## src/emu_pkg.sv

```systemverilog
`default_nettype none

package emu_pkg;

	// block address space, interleaved over the lanes by its low bits.
	localparam int ADDR_W = 8;
	localparam int NUM_LANES = 4;
	localparam int LANE_W = 2;

	// per-lane storage.
	localparam int LANE_ENTRIES = 64;
	localparam int ENTRY_W = $clog2(LANE_ENTRIES);
	localparam int TAGS_PER_LANE = 8;
	localparam int TAG_PTR_W = $clog2(TAGS_PER_LANE);

	localparam int LAT_W = 5;
	localparam logic [LAT_W-1:0] HIT_LATENCY = 5'd1;

	typedef enum logic
	{
		OP_LOOKUP,
		OP_FILL
	} emu_op_e;

	typedef enum logic [1:0]
	{
		OUT_HIT,
		OUT_MISS,
		OUT_MISS_PENDING
	} emu_kind_e;

	typedef struct packed
	{
		emu_op_e op;
		logic [ADDR_W-1:0] addr;
	} emu_req_t;

	typedef struct packed
	{
		logic [ADDR_W-1:0] addr;
		emu_kind_e kind;
		logic [LAT_W-1:0] latency;
	} emu_out_t;

	// config side view of the latency tables.
	typedef struct packed
	{
		logic en;
		logic [LANE_W-1:0] lane;
		logic [ENTRY_W-1:0] idx;
		logic [LAT_W-1:0] latency;
	} tbl_wr_t;

	typedef struct packed
	{
		logic en;
		logic [LANE_W-1:0] lane;
		logic [ENTRY_W-1:0] idx;
	} tbl_rd_t;

endpackage

`default_nettype wire

```

## src/axil_pkg.sv

```systemverilog
`default_nettype none

package axil_pkg;

	// byte addresses reach past the 1 KiB table window, so out of range accesses exist.
	localparam int AXIL_ADDR_W = 12;
	localparam int AXIL_DATA_W = 32;
	localparam int AXIL_STRB_W = AXIL_DATA_W / 8;

	typedef enum logic [1:0]
	{
		OKAY = 2'b00,
		SLVERR = 2'b10
	} axil_resp_e;

	typedef struct packed
	{
		logic [AXIL_ADDR_W-1:0] addr;
	} axil_aw_t;

	typedef struct packed
	{
		logic [AXIL_DATA_W-1:0] data;
		logic [AXIL_STRB_W-1:0] strb;
	} axil_w_t;

	typedef struct packed
	{
		logic [AXIL_ADDR_W-1:0] addr;
	} axil_ar_t;

	typedef struct packed
	{
		axil_resp_e resp;
	} axil_b_t;

	typedef struct packed
	{
		logic [AXIL_DATA_W-1:0] data;
		axil_resp_e resp;
	} axil_r_t;

endpackage

`default_nettype wire

```

## src/axil_latency_cfg.sv

```systemverilog
`default_nettype none

module axil_latency_cfg
	import emu_pkg::*;
	import axil_pkg::*;
(
	input  logic                            clk,
	input  logic                            resetb,
	input  axil_aw_t                        aw,
	input  logic                            awvalid,
	output logic                            awready,
	input  axil_w_t                         w,
	input  logic                            wvalid,
	output logic                            wready,
	output axil_b_t                         b,
	output logic                            bvalid,
	input  logic                            bready,
	input  axil_ar_t                        ar,
	input  logic                            arvalid,
	output logic                            arready,
	output axil_r_t                         r,
	output logic                            rvalid,
	input  logic                            rready,
	output tbl_wr_t                         tbl_wr,
	output tbl_rd_t                         tbl_rd,
	input  logic [NUM_LANES-1:0][LAT_W-1:0] tbl_rd_data
);
	typedef enum logic [1:0]
	{
		CFG_IDLE,
		CFG_WRITE_RESP,
		CFG_READ_WAIT,
		CFG_READ_RESP
	} cfg_state_e;

	cfg_state_e state;
	logic wr_go;
	logic rd_go;
	logic wr_err;
	logic rd_err;
	logic rd_err_q;
	logic [LANE_W-1:0] rd_lane_q;
	logic [ADDR_W-1:0] wr_blk;
	logic [ADDR_W-1:0] rd_blk;

	// a write with both halves present wins over a read.
	assign wr_go = (state == CFG_IDLE) && awvalid && wvalid;
	assign rd_go = (state == CFG_IDLE) && arvalid && !(awvalid && wvalid);
	assign awready = wr_go;
	assign wready = wr_go;
	assign arready = rd_go;

	assign wr_blk = aw.addr[ADDR_W+1:2];
	assign rd_blk = ar.addr[ADDR_W+1:2];
	assign wr_err = |aw.addr[AXIL_ADDR_W-1:ADDR_W+2];
	assign rd_err = |ar.addr[AXIL_ADDR_W-1:ADDR_W+2];

	// block address low bits pick the lane, the rest index its table.
	always_comb
	begin
		tbl_wr.en = wr_go && !wr_err && w.strb[0];
		tbl_wr.lane = wr_blk[LANE_W-1:0];
		tbl_wr.idx = wr_blk[ADDR_W-1:LANE_W];
		tbl_wr.latency = w.data[LAT_W-1:0];
		tbl_rd.en = rd_go && !rd_err;
		tbl_rd.lane = rd_blk[LANE_W-1:0];
		tbl_rd.idx = rd_blk[ADDR_W-1:LANE_W];
	end

	always_ff @(posedge clk or negedge resetb)
	begin
		if (!resetb)
		begin
			state <= CFG_IDLE;
			bvalid <= 1'b0;
			rvalid <= 1'b0;
		end
		else
		begin
			case (state)
				CFG_IDLE:
				begin
					if (wr_go)
					begin
						state <= CFG_WRITE_RESP;
						bvalid <= 1'b1;
					end
					else if (rd_go)
						state <= CFG_READ_WAIT;
				end
				CFG_WRITE_RESP:
				begin
					if (bready)
					begin
						state <= CFG_IDLE;
						bvalid <= 1'b0;
					end
				end
				// lane table data shows up this cycle.
				CFG_READ_WAIT:
				begin
					state <= CFG_READ_RESP;
					rvalid <= 1'b1;
				end
				CFG_READ_RESP:
				begin
					if (rready)
					begin
						state <= CFG_IDLE;
						rvalid <= 1'b0;
					end
				end
				default:
					state <= CFG_IDLE;
			endcase
		end
	end

	always_ff @(posedge clk)
	begin
		if (wr_go)
			b.resp <= wr_err ? SLVERR : OKAY;
		if (rd_go)
		begin
			rd_lane_q <= rd_blk[LANE_W-1:0];
			rd_err_q <= rd_err;
		end
		if (state == CFG_READ_WAIT)
		begin
			r.resp <= rd_err_q ? SLVERR : OKAY;
			r.data <= rd_err_q ? '0 : AXIL_DATA_W'(tbl_rd_data[rd_lane_q]);
		end
	end

	assert property (@(posedge clk) disable iff (!resetb) !(bvalid && rvalid))
		else $error("config B and R responses valid together");

endmodule

`default_nettype wire

```

## src/request_router.sv

```systemverilog
`default_nettype none

module request_router
	import emu_pkg::*;
(
	input  emu_req_t                 req,
	input  logic                     req_valid,
	output logic                     req_ready,
	output emu_req_t [NUM_LANES-1:0] lane_req,
	output logic [NUM_LANES-1:0]     lane_req_valid,
	input  logic [NUM_LANES-1:0]     lane_req_ready
);
	logic [LANE_W-1:0] sel;

	// lanes are interleaved on the low address bits.
	assign sel = req.addr[LANE_W-1:0];

	assign req_ready = lane_req_ready[sel];

	// full address goes on, so outcomes carry it back out.
	always_comb
	begin
		for (int i = 0; i < NUM_LANES; i++)
		begin
			lane_req_valid[i] = req_valid && (sel == LANE_W'(i));
			lane_req[i] = lane_req_valid[i] ? req : '0;
		end
	end

endmodule

`default_nettype wire

```

## src/emu_lane.sv

```systemverilog
`default_nettype none

module emu_lane
	import emu_pkg::*;
(
	input  logic              clk,
	input  logic              resetb,
	input  logic [LANE_W-1:0] lane_id,
	input  emu_req_t          lane_req,
	input  logic              lane_req_valid,
	output logic              lane_req_ready,
	output emu_out_t          lane_out,
	output logic              lane_out_valid,
	input  logic              lane_out_ready,
	input  tbl_wr_t           tbl_wr,
	input  tbl_rd_t           tbl_rd,
	output logic [LAT_W-1:0]  tbl_rd_data
);
	logic [LAT_W-1:0] lat_ram [LANE_ENTRIES];
	logic [ADDR_W-1:0] tag_addr [TAGS_PER_LANE];
	logic [TAGS_PER_LANE-1:0] tag_valid;
	logic [TAG_PTR_W-1:0] tag_wp;
	logic [LANE_ENTRIES-1:0] pending;

	logic s1_valid;
	emu_req_t s1_req;
	logic [LAT_W-1:0] s1_lat;
	logic [ENTRY_W-1:0] req_idx;
	logic [ENTRY_W-1:0] s1_idx;
	logic accept;
	logic retire;
	logic is_fill;
	logic tag_hit;

	assign req_idx = lane_req.addr[ADDR_W-1:LANE_W];
	assign s1_idx = s1_req.addr[ADDR_W-1:LANE_W];
	assign is_fill = (s1_req.op == OP_FILL);

	// a fill retires at once, a lookup waits for its outcome to leave.
	assign retire = s1_valid && (is_fill || lane_out_ready);
	assign lane_req_ready = !s1_valid || retire;
	assign accept = lane_req_valid && lane_req_ready;

	// config port of the latency table.
	always_ff @(posedge clk)
	begin
		if (tbl_wr.en && (tbl_wr.lane == lane_id))
			lat_ram[tbl_wr.idx] <= tbl_wr.latency;
		if (tbl_rd.en && (tbl_rd.lane == lane_id))
			tbl_rd_data <= lat_ram[tbl_rd.idx];
	end

	// stage one: register the request along with its table latency.
	always_ff @(posedge clk)
	begin
		if (accept)
		begin
			s1_req <= lane_req;
			s1_lat <= lat_ram[req_idx];
		end
	end

	always_ff @(posedge clk or negedge resetb)
	begin
		if (!resetb)
			s1_valid <= 1'b0;
		else if (lane_req_ready)
			s1_valid <= lane_req_valid;
	end

	// stage two: evaluate against the tags and pending bits.
	always_comb
	begin
		tag_hit = 1'b0;
		for (int i = 0; i < TAGS_PER_LANE; i++)
		begin
			if (tag_valid[i] && (tag_addr[i] == s1_req.addr))
				tag_hit = 1'b1;
		end
	end

	always_comb
	begin
		lane_out.addr = s1_req.addr;
		if (tag_hit)
		begin
			lane_out.kind = OUT_HIT;
			lane_out.latency = HIT_LATENCY;
		end
		else if (pending[s1_idx])
		begin
			lane_out.kind = OUT_MISS_PENDING;
			lane_out.latency = s1_lat;
		end
		else
		begin
			lane_out.kind = OUT_MISS;
			lane_out.latency = s1_lat;
		end
	end

	assign lane_out_valid = s1_valid && !is_fill;

	always_ff @(posedge clk or negedge resetb)
	begin
		if (!resetb)
		begin
			pending <= '0;
			tag_valid <= '0;
			tag_wp <= '0;
		end
		else if (retire)
		begin
			if (is_fill)
			begin
				pending[s1_idx] <= 1'b0;
				tag_valid[tag_wp] <= 1'b1;
				tag_wp <= tag_wp + 1'b1;
			end
			else if (!tag_hit)
				pending[s1_idx] <= 1'b1;
		end
	end

	// round-robin replacement, duplicates allowed.
	always_ff @(posedge clk)
	begin
		if (retire && is_fill)
			tag_addr[tag_wp] <= s1_req.addr;
	end

	assert property (@(posedge clk) disable iff (!resetb)
		lane_out_valid && !lane_out_ready |=> lane_out_valid && $stable(lane_out))
		else $error("lane outcome changed while held");

endmodule

`default_nettype wire

```

## src/outcome_merger.sv

```systemverilog
`default_nettype none

module outcome_merger
	import emu_pkg::*;
(
	input  logic                     clk,
	input  logic                     resetb,
	input  emu_out_t [NUM_LANES-1:0] lane_out,
	input  logic [NUM_LANES-1:0]     lane_out_valid,
	output logic [NUM_LANES-1:0]     lane_out_ready,
	output emu_out_t                 out,
	output logic                     out_valid,
	input  logic                     out_ready
);
	logic [LANE_W-1:0] rr_ptr;
	logic [LANE_W-1:0] cand;
	logic [LANE_W-1:0] grant_idx;
	logic grant_any;
	logic load;

	// output register is free or draining this cycle.
	assign load = !out_valid || out_ready;

	// scan from the far end so the lane closest to rr_ptr wins.
	always_comb
	begin
		grant_any = 1'b0;
		grant_idx = rr_ptr;
		cand = rr_ptr;
		for (int k = NUM_LANES - 1; k >= 0; k--)
		begin
			cand = rr_ptr + LANE_W'(k);
			if (lane_out_valid[cand])
			begin
				grant_any = 1'b1;
				grant_idx = cand;
			end
		end
	end

	always_comb
	begin
		for (int i = 0; i < NUM_LANES; i++)
			lane_out_ready[i] = load && grant_any && (grant_idx == LANE_W'(i));
	end

	always_ff @(posedge clk or negedge resetb)
	begin
		if (!resetb)
		begin
			out_valid <= 1'b0;
			rr_ptr <= '0;
		end
		else if (load)
		begin
			out_valid <= grant_any;
			if (grant_any)
				rr_ptr <= grant_idx + 1'b1;
		end
	end

	always_ff @(posedge clk)
	begin
		if (load && grant_any)
			out <= lane_out[grant_idx];
	end

endmodule

`default_nettype wire

```

## src/lat_emu_top.sv

```systemverilog
`default_nettype none

module lat_emu_top
	import emu_pkg::*;
	import axil_pkg::*;
(
	input  logic     clk,
	input  logic     resetb,
	input  emu_req_t req,
	input  logic     req_valid,
	output logic     req_ready,
	output emu_out_t out,
	output logic     out_valid,
	input  logic     out_ready,
	input  axil_aw_t aw,
	input  logic     awvalid,
	output logic     awready,
	input  axil_w_t  w,
	input  logic     wvalid,
	output logic     wready,
	output axil_b_t  b,
	output logic     bvalid,
	input  logic     bready,
	input  axil_ar_t ar,
	input  logic     arvalid,
	output logic     arready,
	output axil_r_t  r,
	output logic     rvalid,
	input  logic     rready
);
	emu_req_t [NUM_LANES-1:0] lane_req;
	logic [NUM_LANES-1:0] lane_req_valid;
	logic [NUM_LANES-1:0] lane_req_ready;
	emu_out_t [NUM_LANES-1:0] lane_out;
	logic [NUM_LANES-1:0] lane_out_valid;
	logic [NUM_LANES-1:0] lane_out_ready;
	tbl_wr_t tbl_wr;
	tbl_rd_t tbl_rd;
	logic [NUM_LANES-1:0][LAT_W-1:0] tbl_rd_data;

	axil_latency_cfg axil_latency_cfg_inst
	(
		.clk, .resetb,
		.aw, .awvalid, .awready,
		.w, .wvalid, .wready,
		.b, .bvalid, .bready,
		.ar, .arvalid, .arready,
		.r, .rvalid, .rready,
		.tbl_wr, .tbl_rd, .tbl_rd_data
	);

	request_router request_router_inst
	(
		.req, .req_valid, .req_ready,
		.lane_req, .lane_req_valid, .lane_req_ready
	);

	for (genvar g = 0; g < NUM_LANES; g++)
	begin : g_lane
		emu_lane emu_lane_inst
		(
			.clk, .resetb,
			.lane_id(LANE_W'(g)),
			.lane_req(lane_req[g]),
			.lane_req_valid(lane_req_valid[g]),
			.lane_req_ready(lane_req_ready[g]),
			.lane_out(lane_out[g]),
			.lane_out_valid(lane_out_valid[g]),
			.lane_out_ready(lane_out_ready[g]),
			.tbl_wr, .tbl_rd,
			.tbl_rd_data(tbl_rd_data[g])
		);
	end

	outcome_merger outcome_merger_inst
	(
		.clk, .resetb,
		.lane_out, .lane_out_valid, .lane_out_ready,
		.out, .out_valid, .out_ready
	);

endmodule

`default_nettype wire

```

## config.mk

```make
export PLATFORM = sky130hd
export DESIGN_NAME = lat_emu_top
export DESIGN_NICKNAME = d
export VERILOG_FILES = /design/src/emu_pkg.sv /design/src/axil_pkg.sv /design/src/axil_latency_cfg.sv /design/src/request_router.sv /design/src/emu_lane.sv /design/src/outcome_merger.sv /design/src/lat_emu_top.sv
export SDC_FILE = /design/constraint.sdc
export NUM_CORES = 2
export LEC_CHECK = 0
export BUFFER_PORTS_ARGS = -buffer_cell sky130_fd_sc_hd__buf_4
export CORE_AREA = 4 4 413 415
export DETAILED_ROUTE_END_ITERATION = 10
export DIE_AREA = 0 0 417 419
export PLACE_DENSITY = 0.81
export SETUP_SLACK_MARGIN = 0.5
export SLEW_MARGIN = 0
export SYNTH_ARGS = -nofsm -noshare
export SYNTH_HDL_FRONTEND = slang
export SYNTH_HIERARCHICAL = 1
export SYNTH_SLANG_ARGS = --single-unit
```

## constraint.sdc

```tcl
create_clock -name clk -period 2.95 [get_ports clk]
set_clock_uncertainty 0.15 [all_clocks]
set_input_delay 0.59 -clock clk [delete_from_list [all_inputs] [get_ports clk]]
set_output_delay 0.59 -clock clk [all_outputs]
set_load 0.01 [all_outputs]
```

==> impl_metrics.env <==
export IMPL_status="finished with violations"
export IMPL_violations="negative setup slack"
export IMPL_final_antenna_net_count=0
export IMPL_max_vdd_ir_drop_v=0.000498
export IMPL_hold_path_class="input pin to asynchronous set/reset pin"
export IMPL_timing_critical_path_from_type="flop"
export IMPL_synth_yosys_warnings=6
export IMPL_detailed_place_hpwl_mm=170
export IMPL_critPathMostFrequentCell="buf_6"
export IMPL_buffer_ports_inserted=72
export IMPL_design_power_total_mw=63.5
export IMPL_post_synthesis_cell_type_count=69
export IMPL_final_min_clock_period_ns=4.07
export IMPL_area_growth_synth_to_final_pct=24.2
export IMPL_horizontal_die_dimension_um=417
export IMPL_clock_tree_buffer_depth=3
export IMPL_drv_slew=0
export IMPL_max_stage_delay_ns=0.53
export IMPL_synth_cells=5388
export IMPL_pin_count_of_the_biggest_net_entering_global_routing=89
export IMPL_first_pass_grt_wire_length_mm=412
export IMPL_num_vias=63056
export IMPL_ys_seq_elements=1948
export IMPL_grt_usage=0.318
export IMPL_io_pins=136
export IMPL_cp_slowest_cell="mux4_2"
export IMPL_vias_cell=7.33
export IMPL_dieHeight_um=419
export IMPL_grt_overflow=0
export IMPL_worst_endpoint_arrival_ns=3.33
export IMPL_postPlaceCellArea_um2=100000
export IMPL_clock_sinks=1948
export IMPL_worstSetupPathType="flop to primary output"
export IMPL_clk_transition_reported_paths_ns=0.06
export IMPL_worst_slew_pin_transition_ns=1.17
export IMPL_setup_tns_ns=-14.31
export IMPL_routabilityCongestion=0.937
export IMPL_post_place_ws_ns=-0.586
export IMPL_std_cell_rows=150
export IMPL_syn_mean_instance_area_um2=17.0
export IMPL_drtIter0Drc=10966
export IMPL_powerDensity_nw_per_um2=559
export IMPL_worst_slack_ns=-1.12
export IMPL_drive_gt1_frac=0.412
export IMPL_clk_root_buffer_cell="clkbuf_16"
export IMPL_cts_inserted_buffers=194
export IMPL_final_hold_viol_count=0
export IMPL_nFillCells=9451
export IMPL_synth_async_sr_flop_share=0.160
export IMPL_drt_drc_violations_left=0
export IMPL_nets=6307
export IMPL_grt_antenna_before_repair=16
export IMPL_fmax_ghz=0.246
export IMPL_synth_seq_area_share=0.622
export IMPL_critical_path_buf_inv_count=3
export IMPL_rsz0062_at_grt="true"
export IMPL_final_period_utilization=1.38
export IMPL_number_of_synthesized_flops_with_an_enable_pin=1637
export IMPL_dieArea_um2=175000
export IMPL_critPathRequiredTime_ns=2.21
export IMPL_drt_pass1_iterations=6
export IMPL_final_area_um2=114000
export IMPL_multi_input_area_um2=36600
export IMPL_finish_cell_count_without_fillers=8605
export IMPL_cp_max_fo=7
export IMPL_h_tree_depth=4
export IMPL_design_core_area_um2=167000
export IMPL_place_inst=8063
export IMPL_initial_core_util=0.549
export IMPL_route_detailed_wl_per_inst_um=34.5
export IMPL_clock_latency_ns=0.88
export IMPL_setup_violations=127
export IMPL_worst_path_dominant_cell_family="simple AND/OR/NAND/NOR gates"
export IMPL_leakagePower_nw=37.2
export IMPL_path_cells="nor2b_4 -> nor2b_2 -> a2bb2oi_2 -> o221ai_4 -> buf_6 -> nor3_2 -> nor2b_1 -> inv_1 -> mux4_2 -> buf_6"
export IMPL_synth_area_um2=91500
export IMPL_regArea_um2=56900
export IMPL_ys_dominant_reg_cell="edfxtp_1"
export IMPL_critical_path_endpoint_type="primary output"
export IMPL_vias_in_the_first_global_route=62411
export IMPL_max_cap_violations=0
export IMPL_wirelength_mm=297
export IMPL_slew_headroom=0.219
export IMPL_tritoncts_clock_tree="done"
[through the flow]
step	util	hold slack (ns)
3_3_place_gp	0.602	0.300
5_1_grt	0.681	0.0359
3_5_place_dp	0.602	0.303
6_report	0.682	0.0579
2_1_floorplan	-	0.144
4_1_cts	0.660	0.0216
[power breakdown]
part	switching, mW	internal [mW]	total (mW)
clock	11.1	14.4	25.5
sequential	0.672	30.7	31.3
combinational	3.68	2.97	6.65
[cells in the mapped netlist, drive strengths merged, types with 13 or more instances]
| master | n | area (um^2) |
|---|---|---|
| dfrtp | 311 | 7780 |
| nor4 | 38 | 238 |
| or2 | 50 | 313 |
| nand3b | 27 | 203 |
| xnor2 | 68 | 596 |
| nand4 | 20 | 125 |
| o21ai | 269 | 1350 |
| nand3 | 174 | 871 |
| nor2b | 42 | 263 |
| a21oi | 38 | 190 |
| a22oi | 44 | 330 |
| mux4 | 824 | 18600 |
| nor3 | 59 | 295 |
| nand2b | 54 | 338 |
| and4b | 14 | 140 |
| and2 | 16 | 100 |
| mux2i | 78 | 781 |
| buf | 248 | 1630 |
| nand2 | 162 | 616 |
| mux2 | 13 | 146 |
| o31ai | 225 | 1690 |
| clkbuf | 171 | 642 |
| o22ai | 33 | 206 |
| nor2 | 327 | 1230 |
| edfxtp | 1637 | 49200 |
| inv | 27 | 101 |
| o41ai | 44 | 385 |
| xor2 | 212 | 1860 |
| and3 | 29 | 181 |
[final cells by class]
class / count / share of cell area
clock buffers: 266 / 0.0471
inverters: 31 / 0.00111
multi-input cells: 3035 / 0.323
well taps: 2204 / 0.0243
repair buffers: 1015 / 0.0936
flip-flops and latches: 1948 / 0.501
diodes: 9 / 0.000198
clock inverters: 97 / 0.00980
[metal layers]
| metal | GRT usage | vias up | wire length, um |
|---|---|---|---|
| li1 | - | 23670 | - |
| met1 | 0.393 | 31472 | 91500 |
| met2 | 0.511 | 6047 | 141000 |
| met3 | 0.0744 | 1863 | 37300 |
| met4 | 0.202 | 4 | 27200 |
| met5 | 0 | - | 25 |
[cell usage in the layout (no fill, tap or decap), drive strengths merged, types with 38 or more instances in the layout]
cell type,instances
edfxtp,1637
buf,981
mux4,824
nor2,327
dfrtp,311
clkbuf,287
o21ai,269
o31ai,225
xor2,212
nand3,174
nand2,162
mux2i,78
clkinv,69
xnor2,68
nor3,59
nand2b,54
or2,50
conb,49
a22oi,44
o41ai,44
nor2b,42
a21oi,38
nor4,38
[path summary, 6_finish.rpt]
path | end | from | cells after the start | slack (ns)
worst max register to register | outcome_merger_inst/out[6] | g_lane[0].emu_lane_inst/lane_out[10] | 10 | -0.71
worst max-delay path | req_ready | g_lane[0].emu_lane_inst/is_fill | 10 | -1.12
max in group asynchronous | asynchronous set/reset pin | resetb | 3 | 1.77
worst min-delay path | asynchronous set/reset pin | resetb | 2 | 0.06
min in group clk | g_lane[0].emu_lane_inst/lat_ram[19][0] | w[4] | 1 | 0.06
worst min register to register | g_lane[3].emu_lane_inst/tag_valid[2] | g_lane[3].emu_lane_inst/tag_valid[2] | 1 | 0.32
[cell families (layout without fill, tap and decap cells)]
logic type,count (synthesis),after routing,synth area share
flip-flops,1948,1948,0.622
adder cells (fa/ha/maj),4,4,0.000547
other,4,58,0.000164
XOR/XNOR,280,280,0.0268
buffers and inverters,450,1409,0.0261
AO/OA/AOI/OAI,724,724,0.0523
AND/OR/NAND/NOR,1063,1063,0.0587
multiplexers,915,915,0.213
[repair_timing]
action / CTS / global route
setup endpoints to repair: 1612 / 1565
hold endpoints to repair: 323 / 0
pin swaps: 120 / 180
resized for setup: 370 / 441
hold buffers: 11 / 0
gates cloned: 16 / 21
setup buffers: 60 / 62
[worst reg2reg max path, stage by stage (launching register included)]
cell	delay, ns
edfxtp_1	0.42
buf_12	0.16
buf_12	0.14
buf_12	0.14
buf_4	0.14
mux2_2	0.26
a22oi_1	0.57
o221a_2	0.36
o22ai_2	0.11
o41a_1	0.46
mux4_2	0.50
No activity file was read; power rests on OpenSTA's default activity.
